## src/hw/dec_params.svh

```systemverilog
`ifndef DEC_PARAMS_SVH
`define DEC_PARAMS_SVH

// **************************************************
// decode stage sizing
// **************************************************

`define DEC_XLEN      32  // register and data width
`define DEC_NUM_REGS  32  // x0..x31
`define DEC_REG_AW    5   // register address width
`define DEC_IB_DEPTH  4   // instruction buffer entries

`endif

```

## src/hw/dec_pkg.sv

```systemverilog
`include "dec_params.svh"

package dec_pkg;

  // **************************************************
  // opcode classes, picked by the major opcode
  // **************************************************
  typedef enum logic [2:0] {
    OP_ALU     = 3'd0,  // reg-reg alu
    OP_ALUI    = 3'd1,  // reg-imm alu
    OP_LUI     = 3'd2,  // upper immediate
    OP_LOAD    = 3'd3,  // non-blocking load
    OP_STORE   = 3'd4,
    OP_BRANCH  = 3'd5,  // conditional branch
    OP_JAL     = 3'd6,
    OP_ILLEGAL = 3'd7   // anything else
  } dec_op_e;

  // fetch packet into the instruction buffer
  typedef struct packed {
    logic [`DEC_XLEN-1:0] instr;  // 32b instruction word
    logic [`DEC_XLEN-1:1] pc;     // halfword pc
  } fetch_pkt_t;

  // decode packet handed to execution
  typedef struct packed {
    dec_op_e               op;        // opcode class
    logic [`DEC_REG_AW-1:0] rd;
    logic [`DEC_REG_AW-1:0] rs1;
    logic [`DEC_REG_AW-1:0] rs2;
    logic [`DEC_XLEN-1:0]   rs1_data;  // gpr read, rs1
    logic [`DEC_XLEN-1:0]   rs2_data;  // gpr read, rs2
    logic [`DEC_XLEN-1:0]   imm;       // sign extended
    logic [`DEC_XLEN-1:0]   instr;     // original word
    logic [`DEC_XLEN-1:1]   pc;
  } dec_pkt_t;

  // register write port, used for wb and load return
  typedef struct packed {
    logic                   en;
    logic [`DEC_REG_AW-1:0] addr;
    logic [`DEC_XLEN-1:0]   data;
  } reg_wr_t;

endpackage

```

## src/hw/dec.sv

```systemverilog
`include "dec_params.svh"

module dec import dec_pkg::*; (
  input  logic       clk,
  input  logic       rst_n,
  input  logic       fetch_valid,
  input  fetch_pkt_t fetch,
  output logic       ib_ready,
  output logic       d_valid,
  output dec_pkt_t   d_pkt,
  input  logic       exu_ready,
  input  reg_wr_t    wb,        // execution write-back
  input  reg_wr_t    ld_rsp     // load return
);

  logic                   head_valid;  // buffer -> decoder
  fetch_pkt_t             head;
  logic                   head_pop;
  logic [`DEC_REG_AW-1:0] rs1_addr;    // decoder -> gpr
  logic [`DEC_REG_AW-1:0] rs2_addr;
  logic [`DEC_XLEN-1:0]   rs1_data;    // gpr -> decoder
  logic [`DEC_XLEN-1:0]   rs2_data;

  dec_ib_ctl instbuff (
    .clk(clk), .rst_n(rst_n),
    .fetch_valid(fetch_valid), .fetch(fetch), .ib_ready(ib_ready),
    .head_valid(head_valid), .head(head), .head_pop(head_pop)
  );

  dec_decode_ctl decode (
    .clk(clk), .rst_n(rst_n),
    .head_valid(head_valid), .head(head), .head_pop(head_pop),
    .rs1_addr(rs1_addr), .rs2_addr(rs2_addr),
    .rs1_data(rs1_data), .rs2_data(rs2_data),
    .ld_rsp(ld_rsp),
    .d_valid(d_valid), .d_pkt(d_pkt), .exu_ready(exu_ready)
  );

  dec_gpr_ctl arf (
    .clk(clk), .rst_n(rst_n),
    .rs1_addr(rs1_addr), .rs2_addr(rs2_addr),
    .rs1_data(rs1_data), .rs2_data(rs2_data),
    .wb(wb), .ld_rsp(ld_rsp)
  );

endmodule

```

## src/hw/dec_decode_ctl.sv

```systemverilog
`include "dec_params.svh"

module dec_decode_ctl import dec_pkg::*; (
  input  logic                   clk,
  input  logic                   rst_n,
  input  logic                   head_valid,  // buffer head present
  input  fetch_pkt_t             head,
  output logic                   head_pop,    // head decoded this edge
  output logic [`DEC_REG_AW-1:0] rs1_addr,    // to gpr read port 0
  output logic [`DEC_REG_AW-1:0] rs2_addr,    // to gpr read port 1
  input  logic [`DEC_XLEN-1:0]   rs1_data,
  input  logic [`DEC_XLEN-1:0]   rs2_data,
  input  reg_wr_t                ld_rsp,      // load return clears busy
  output logic                   d_valid,
  output dec_pkt_t               d_pkt,
  input  logic                   exu_ready
);

  logic [`DEC_XLEN-1:0]     instr;
  logic [`DEC_REG_AW-1:0]   rd;
  dec_op_e                  op;
  logic [`DEC_XLEN-1:0]     imm;
  logic                     use_rs1;    // class reads rs1
  logic                     use_rs2;    // class reads rs2
  logic                     use_rd;     // class writes rd
  logic [`DEC_NUM_REGS-1:0] busy;       // pending load destinations
  logic [`DEC_NUM_REGS-1:0] busy_set;
  logic [`DEC_NUM_REGS-1:0] busy_clr;
  logic                     hazard;
  logic                     out_free;   // output reg empty or being taken
  logic                     decode_go;

  assign instr    = head.instr;
  assign rd       = instr[11:7];
  assign rs1_addr = instr[19:15];
  assign rs2_addr = instr[24:20];

  // **************************************************
  // class, register usage and immediate
  // **************************************************
  always_comb begin
    op      = OP_ILLEGAL;  // unknown major opcode
    imm     = '0;
    use_rs1 = 1'b0;
    use_rs2 = 1'b0;
    use_rd  = 1'b0;
    case (instr[6:0])
      7'b0110011: begin  // op
        op      = OP_ALU;
        use_rs1 = 1'b1;
        use_rs2 = 1'b1;
        use_rd  = 1'b1;
      end
      7'b0010011: begin  // op-imm, i-type
        op      = OP_ALUI;
        imm     = {{20{instr[31]}}, instr[31:20]};
        use_rs1 = 1'b1;
        use_rd  = 1'b1;
      end
      7'b0110111: begin  // lui, u-type
        op     = OP_LUI;
        imm    = {instr[31:12], 12'b0};
        use_rd = 1'b1;
      end
      7'b0000011: begin  // load, i-type
        op      = OP_LOAD;
        imm     = {{20{instr[31]}}, instr[31:20]};
        use_rs1 = 1'b1;
        use_rd  = 1'b1;
      end
      7'b0100011: begin  // store, s-type
        op      = OP_STORE;
        imm     = {{20{instr[31]}}, instr[31:25], instr[11:7]};
        use_rs1 = 1'b1;
        use_rs2 = 1'b1;
      end
      7'b1100011: begin  // branch, b-type
        op      = OP_BRANCH;
        imm     = {{19{instr[31]}}, instr[31], instr[7], instr[30:25], instr[11:8], 1'b0};
        use_rs1 = 1'b1;
        use_rs2 = 1'b1;
      end
      7'b1101111: begin  // jal, j-type
        op     = OP_JAL;
        imm    = {{11{instr[31]}}, instr[31], instr[19:12], instr[20], instr[30:21], 1'b0};
        use_rd = 1'b1;
      end
      default: ;
    endcase
  end

  // **************************************************
  // load scoreboard and stall
  // **************************************************
  // busy is the registered view only, a same-edge return still stalls
  assign hazard = (use_rs1 & busy[rs1_addr]) |
                  (use_rs2 & busy[rs2_addr]) |
                  (use_rd  & busy[rd]);

  assign out_free  = ~d_valid | exu_ready;
  assign decode_go = head_valid & out_free & ~hazard;
  assign head_pop  = decode_go;

  assign busy_set = (decode_go && op == OP_LOAD && rd != '0) ?
                    (`DEC_NUM_REGS'(1) << rd) : '0;             // x0 never busy
  assign busy_clr = ld_rsp.en ? (`DEC_NUM_REGS'(1) << ld_rsp.addr) : '0;

  always_ff @(posedge clk or negedge rst_n) begin
    if (!rst_n) begin
      busy    <= '0;
      d_valid <= 1'b0;
    end else begin
      busy    <= (busy & ~busy_clr) | busy_set;
      d_valid <= decode_go | (d_valid & ~exu_ready);  // hold until taken
    end
  end

  // decode output register
  always_ff @(posedge clk) begin
    if (decode_go) begin
      d_pkt.op       <= op;
      d_pkt.rd       <= rd;
      d_pkt.rs1      <= rs1_addr;
      d_pkt.rs2      <= rs2_addr;
      d_pkt.rs1_data <= rs1_data;  // write-through from gpr
      d_pkt.rs2_data <= rs2_data;
      d_pkt.imm      <= imm;
      d_pkt.instr    <= instr;
      d_pkt.pc       <= head.pc;
    end
  end

endmodule

```

## src/hw/dec_gpr_ctl.sv

```systemverilog
`include "dec_params.svh"

module dec_gpr_ctl import dec_pkg::*; (
  input  logic                   clk,
  input  logic                   rst_n,
  input  logic [`DEC_REG_AW-1:0] rs1_addr,
  input  logic [`DEC_REG_AW-1:0] rs2_addr,
  output logic [`DEC_XLEN-1:0]   rs1_data,
  output logic [`DEC_XLEN-1:0]   rs2_data,
  input  reg_wr_t                wb,      // execution write-back
  input  reg_wr_t                ld_rsp   // load return, higher priority
);

  logic [`DEC_XLEN-1:0] regs [1:`DEC_NUM_REGS-1];  // x0 not stored

  // read with same-edge write forwarding
  function automatic logic [`DEC_XLEN-1:0] rd_port(input logic [`DEC_REG_AW-1:0] ra);
    logic [`DEC_XLEN-1:0] val;
    if (ra == '0) begin
      val = '0;                                  // x0 reads zero
    end else if (ld_rsp.en && ld_rsp.addr == ra) begin
      val = ld_rsp.data;
    end else if (wb.en && wb.addr == ra) begin
      val = wb.data;
    end else begin
      val = regs[ra];
    end
    return val;
  endfunction

  always_comb begin
    rs1_data = rd_port(rs1_addr);
    rs2_data = rd_port(rs2_addr);
  end

  // **************************************************
  // write ports, ld_rsp wins on a collision
  // **************************************************
  always_ff @(posedge clk or negedge rst_n) begin
    if (!rst_n) begin
      for (int i = 1; i < `DEC_NUM_REGS; i++) regs[i] <= '0;
    end else begin
      for (int i = 1; i < `DEC_NUM_REGS; i++) begin
        if (ld_rsp.en && ld_rsp.addr == `DEC_REG_AW'(i)) begin
          regs[i] <= ld_rsp.data;
        end else if (wb.en && wb.addr == `DEC_REG_AW'(i)) begin
          regs[i] <= wb.data;
        end
      end
    end
  end

endmodule

```

## src/hw/dec_ib_ctl.sv

```systemverilog
`include "dec_params.svh"

module dec_ib_ctl import dec_pkg::*; (
  input  logic       clk,
  input  logic       rst_n,
  input  logic       fetch_valid,  // fetch side offers an instruction
  input  fetch_pkt_t fetch,
  output logic       ib_ready,     // at least one entry free
  output logic       head_valid,   // oldest entry present
  output fetch_pkt_t head,
  input  logic       head_pop      // decoder consumes the head
);

  localparam int PW = $clog2(`DEC_IB_DEPTH);      // pointer width
  localparam int CW = $clog2(`DEC_IB_DEPTH + 1);  // count width

  fetch_pkt_t        q [`DEC_IB_DEPTH];  // entry storage
  logic [PW-1:0]     rd_ptr;
  logic [PW-1:0]     wr_ptr;
  logic [CW-1:0]     count;
  logic              push;
  logic              pop;

  assign ib_ready   = (count != CW'(`DEC_IB_DEPTH));
  assign head_valid = (count != '0);
  assign head       = q[rd_ptr];  // oldest first

  assign push = fetch_valid & ib_ready;
  assign pop  = head_pop & head_valid;

  // pointers and occupancy
  always_ff @(posedge clk or negedge rst_n) begin
    if (!rst_n) begin
      rd_ptr <= '0;
      wr_ptr <= '0;
      count  <= '0;
    end else begin
      if (push) begin
        wr_ptr <= (wr_ptr == PW'(`DEC_IB_DEPTH - 1)) ? '0 : wr_ptr + 1'b1;  // wrap
      end
      if (pop) begin
        rd_ptr <= (rd_ptr == PW'(`DEC_IB_DEPTH - 1)) ? '0 : rd_ptr + 1'b1;
      end
      if (push && !pop) begin
        count <= count + 1'b1;
      end else if (pop && !push) begin
        count <= count - 1'b1;
      end                                  // push and pop together, count holds
    end
  end

  // entry write, payload only
  always_ff @(posedge clk) begin
    if (push) begin
      q[wr_ptr] <= fetch;
    end
  end

endmodule

```

## config.mk

```make
export PLATFORM = sky130hd
export DESIGN_NAME = dec
export DESIGN_NICKNAME = d
export VERILOG_FILES = /design/src/hw/dec_pkg.sv /design/src/hw/dec.sv /design/src/hw/dec_decode_ctl.sv /design/src/hw/dec_gpr_ctl.sv /design/src/hw/dec_ib_ctl.sv
export VERILOG_INCLUDE_DIRS = /design/src /design/src/hw
export SDC_FILE = /design/constraint.sdc
export NUM_CORES = 2
export LEC_CHECK = 0
export ABC_AREA = 0
export BUFFER_PORTS_ARGS = -buffer_cell sky130_fd_sc_hd__clkbuf_2
export CORE_MARGIN = 4
export CORE_UTILIZATION = 30
export DETAILED_ROUTE_END_ITERATION = 10
export GPL_ROUTABILITY_DRIVEN = 0
export SYNTH_ARGS = -nofsm -noshare
export SYNTH_HDL_FRONTEND = slang
export SYNTH_SLANG_ARGS = --single-unit
export TNS_END_PERCENT = 50
```

## constraint.sdc

```tcl
create_clock -name clk -period 6.65 [get_ports clk]
set_input_delay 0.3325 -clock clk [delete_from_list [all_inputs] [get_ports clk]]
set_output_delay 0.3325 -clock clk [all_outputs]
set_load 0.02 [all_outputs]
```

==> impl_metrics.toml <==
[global_routing]
gr-usage-all-layers = 0.229
grt_max_degree = 119
first_global_vias = 62300
grt_pass1_wl_mm = 467
antenna_found_initial = 63
grt.overflow.total = 0

[worst_setup_path]
crit_buf_inv = 3
crit_required_ns = 7.35
path_max_fanout = 52
crit_chain = "mux2i_1 > mux2_4 > clkinv_2 > buf_4 > xnor2_1 > nand4_1 > or2_2 > and2_2 > buf_4 > o2111ai_1 > a21oi_1"
cp.arrival_ns = 6.21
startpoint = "instbuff.rd_ptr[1]"
path_class = "reg2reg"
crit_top_cell = "buf_4"
cp-start-kind = "flip-flop"
cpLargestDelayFamily = "simple AND/OR/NAND/NOR gates"
cpPeakStageDelay_ns = 0.98
endpoint_kind = "flip-flop"
cp_slowest_cell = "and2_2"
rr_startpoint = "instbuff.rd_ptr[1]"

[yosys]
seq_area_frac_synth = 0.473
syn_area_per_cell_um2 = 11.0
ys_ff_latch = 1446
synth_top_area_share = 0.319
synth_top_flop_cell = "dfrtp_1"
post-synth-top-count-cell = "mux2i_1"
syn-cell-area_um2 = 80900
ys_async_sr_fraction = 0.714
yosys_warnings = 0
synthCells = 7335
synth-edff-count = 414
ys_types = 77
yosys-top-cells-area = "dfrtp_1 (32%), mux2i_1 (16%), edfxtp_1 (15%), mux4_2 (12%), a21oi_1 (4.3%)"
synth_top_cells_by_count = "mux2i_1 (1279), dfrtp_1 (1032), nand2_1 (749)"
synth_area_leader_cell = "dfrtp_1"
synthesis.nets = 7485

[cts]
cts_num_sinks = 1446
cts_tree = "built"
cts_buffers = 164
clkTransAtPathRegs_ns = 0.06
cts_resized = 0
cts_root_buffer = "clkbuf_16"
clock_latency_ns = 0.89
clock_path_buffers = 3
h-tree-depth = 4

[drt]
drt-pass1-iter-count = 9
final_antenna_net_count = 0
viasPerCell = 5.90
drt_iter0_drc = 9010
post_drt_wl_per_cell_um = 30.2
drc = 0
wl_mm = 328
vias = 64100

[final_layout]
nNetsFinal = 7310
drive_gt1_frac = 0.175
seqCellArea_um2 = 38300
multi_input_area_um2 = 39400
fill_cells = 26500
syn_to_final_growth_pct = 13.2

[run]
maxCapViolations = 1

[timing]
rsz0062_at_grt = "false"
tightest_slew_ns = 1.49
finClkSkew_ns = 0.0704
fin_crit_sh = 0.828
final.setup.tns_ns = 0
setup-violations-final = 0
hold_violations = 0
max_freq_mhz = 182
timing.final.max_slew_violations = 0
relSlewSlack = 0.00185
min_period_ns = 5.51

[placement]
dp_hpwl_mm = 194
io_buffers = 321

[die]
num_rows = 190
io_pins = 322
die_h_um = 527
coreArea_um2 = 268000
fp.dieW_um = 527
initial_core_util = 0.302
die-area_um2 = 278000

[min_path]
holdCritStartpoint = "fetch_valid"
hold_path.class = "in2reg"

[power_and_ir_drop]
total_power_mw = 44.2
ir_worst_vdd_mv = 0.412
p_per_area_nw_per_um2 = 483
p_leak_nw = 37.2

[run_status]
failed_checks = "max-capacitance violations"
status = "finished with violations"
## final timing paths
path,to,slack [ns],cells past startpoint
worst max-delay path,decode.d_pkt[99],1.14,11
worst min register to register,instbuff.count[2],0.52,1
worst max register to register,decode.d_pkt[99],1.14,11
worst min-delay path,instbuff.wr_ptr[0],0.07,3
max in group asynchronous,arf.regs[661],4.56,4
min in group asynchronous,arf.regs[325],0.22,2
## power by group
part	leakage [nW]	total, mW	internal, mW	switching, mW
Clock	2.75	9.55	5.44	4.11
Sequential	16.5	14.2	12.2	2.00
Combinational	17.9	20.5	8.17	12.3
## cell families (layout without fill, tap and decap cells)
logic type | Yosys count | after routing | synth area share
flip-flops | 1446 | 1446 | 0.473
buffers and inverters | 909 | 866 | 0.0471
AND/OR/NAND/NOR | 1573 | 1573 | 0.0795
other | 0 | 29 | 0
multiplexers | 1728 | 1728 | 0.281
adder cells (fa/ha/maj) | 7 | 7 | 0.00117
AO/OA/AOI/OAI | 1649 | 1649 | 0.116
XOR/XNOR | 23 | 23 | 0.00249
## through the flow
step	std cells	cell area [um^2]	hold WS (ns)	util	worst slack, ns
finish	10900	91600	0.0676	0.342	1.14
global route	10900	91600	0.100	0.342	1.13
CTS	10800	91500	0.0117	0.341	1.31
detailed placement	10500	85200	0.482	0.318	1.41
global placement	10500	85200	0.471	0.318	1.45
floorplan	7335	80900	0.0369	-	0.538
## sequential cells by signal, indices dropped and copies added, names as in the netlist
signal,count
instbuff.rd_ptr,2
instbuff.q,252
instbuff.count,3
decode.d_valid,1
decode.d_pkt,162
decode.busy,32
instbuff.wr_ptr,2
arf.regs,992
## layout make-up
type | instances | share of cell area
antenna | 29 | 0.000792
multi-input combinational | 4980 | 0.430
inverter | 29 | 0.00150
clock inverter | 79 | 0.0121
sequential | 1446 | 0.418
timing repair buffer | 539 | 0.0397
clock buffer | 219 | 0.0498
tap | 3552 | 0.0485
## timing repair
action / in CTS / in global routing
hold buffers: 69 / 0
hold endpoints to repair: 381 / 0
setup buffers: 0 / 0
## placed cells by master, fill, tap and decap left out, types with 12 or more instances in the layout
cell           netlist  routed
mux2i_1           1279    1279
dfrtp_1           1032    1030
nand2_1            749     725
a21oi_1            697     697
nor2_1             606     583
o21ai_0            521     521
mux4_2             429     425
edfxtp_1           414     414
clkbuf_2            15     320
clkbuf_16            0     164
buf_4               51     132
o221ai_1            91      91
o22ai_1             86      86
dlygate4sd3_1        0      69
nand3_1             64      63
a31oi_1             52      52
o211ai_1            45      45
nand4_1             42      42
a211o_1             35      35
o21bai_1            32      32
clkbuf_1           554      30
diode_2              0      29
a22oi_1             28      28
clkinv_2             0      27
clkbuf_8             0      25
inv_1               25      22
nand2_4              0      22
nor2_4               0      22
nand2b_1            19      17
buf_12               1      17
clkinv_1             2      16
xnor2_1             16      16
nor2b_1             15      15
o2111ai_1           15      15
bufinv_16            0      14
mux2_2              16      13
o2bb2ai_1           13      13
clkinv_16            0      13
nor3_1              20      12
## tightest hold or removal path, cell delays in order
cell and delay [ns]:
clkbuf_2 0.11, and2_0 0.23, o21ai_0 0.17
## layer usage
metal	routed length, um	track usage
met5	234	0
met4	18700	0.116
met3	43200	0.0788
met2	140000	0.333
met1	126000	0.302
Power figures use the tool's default switching activity.
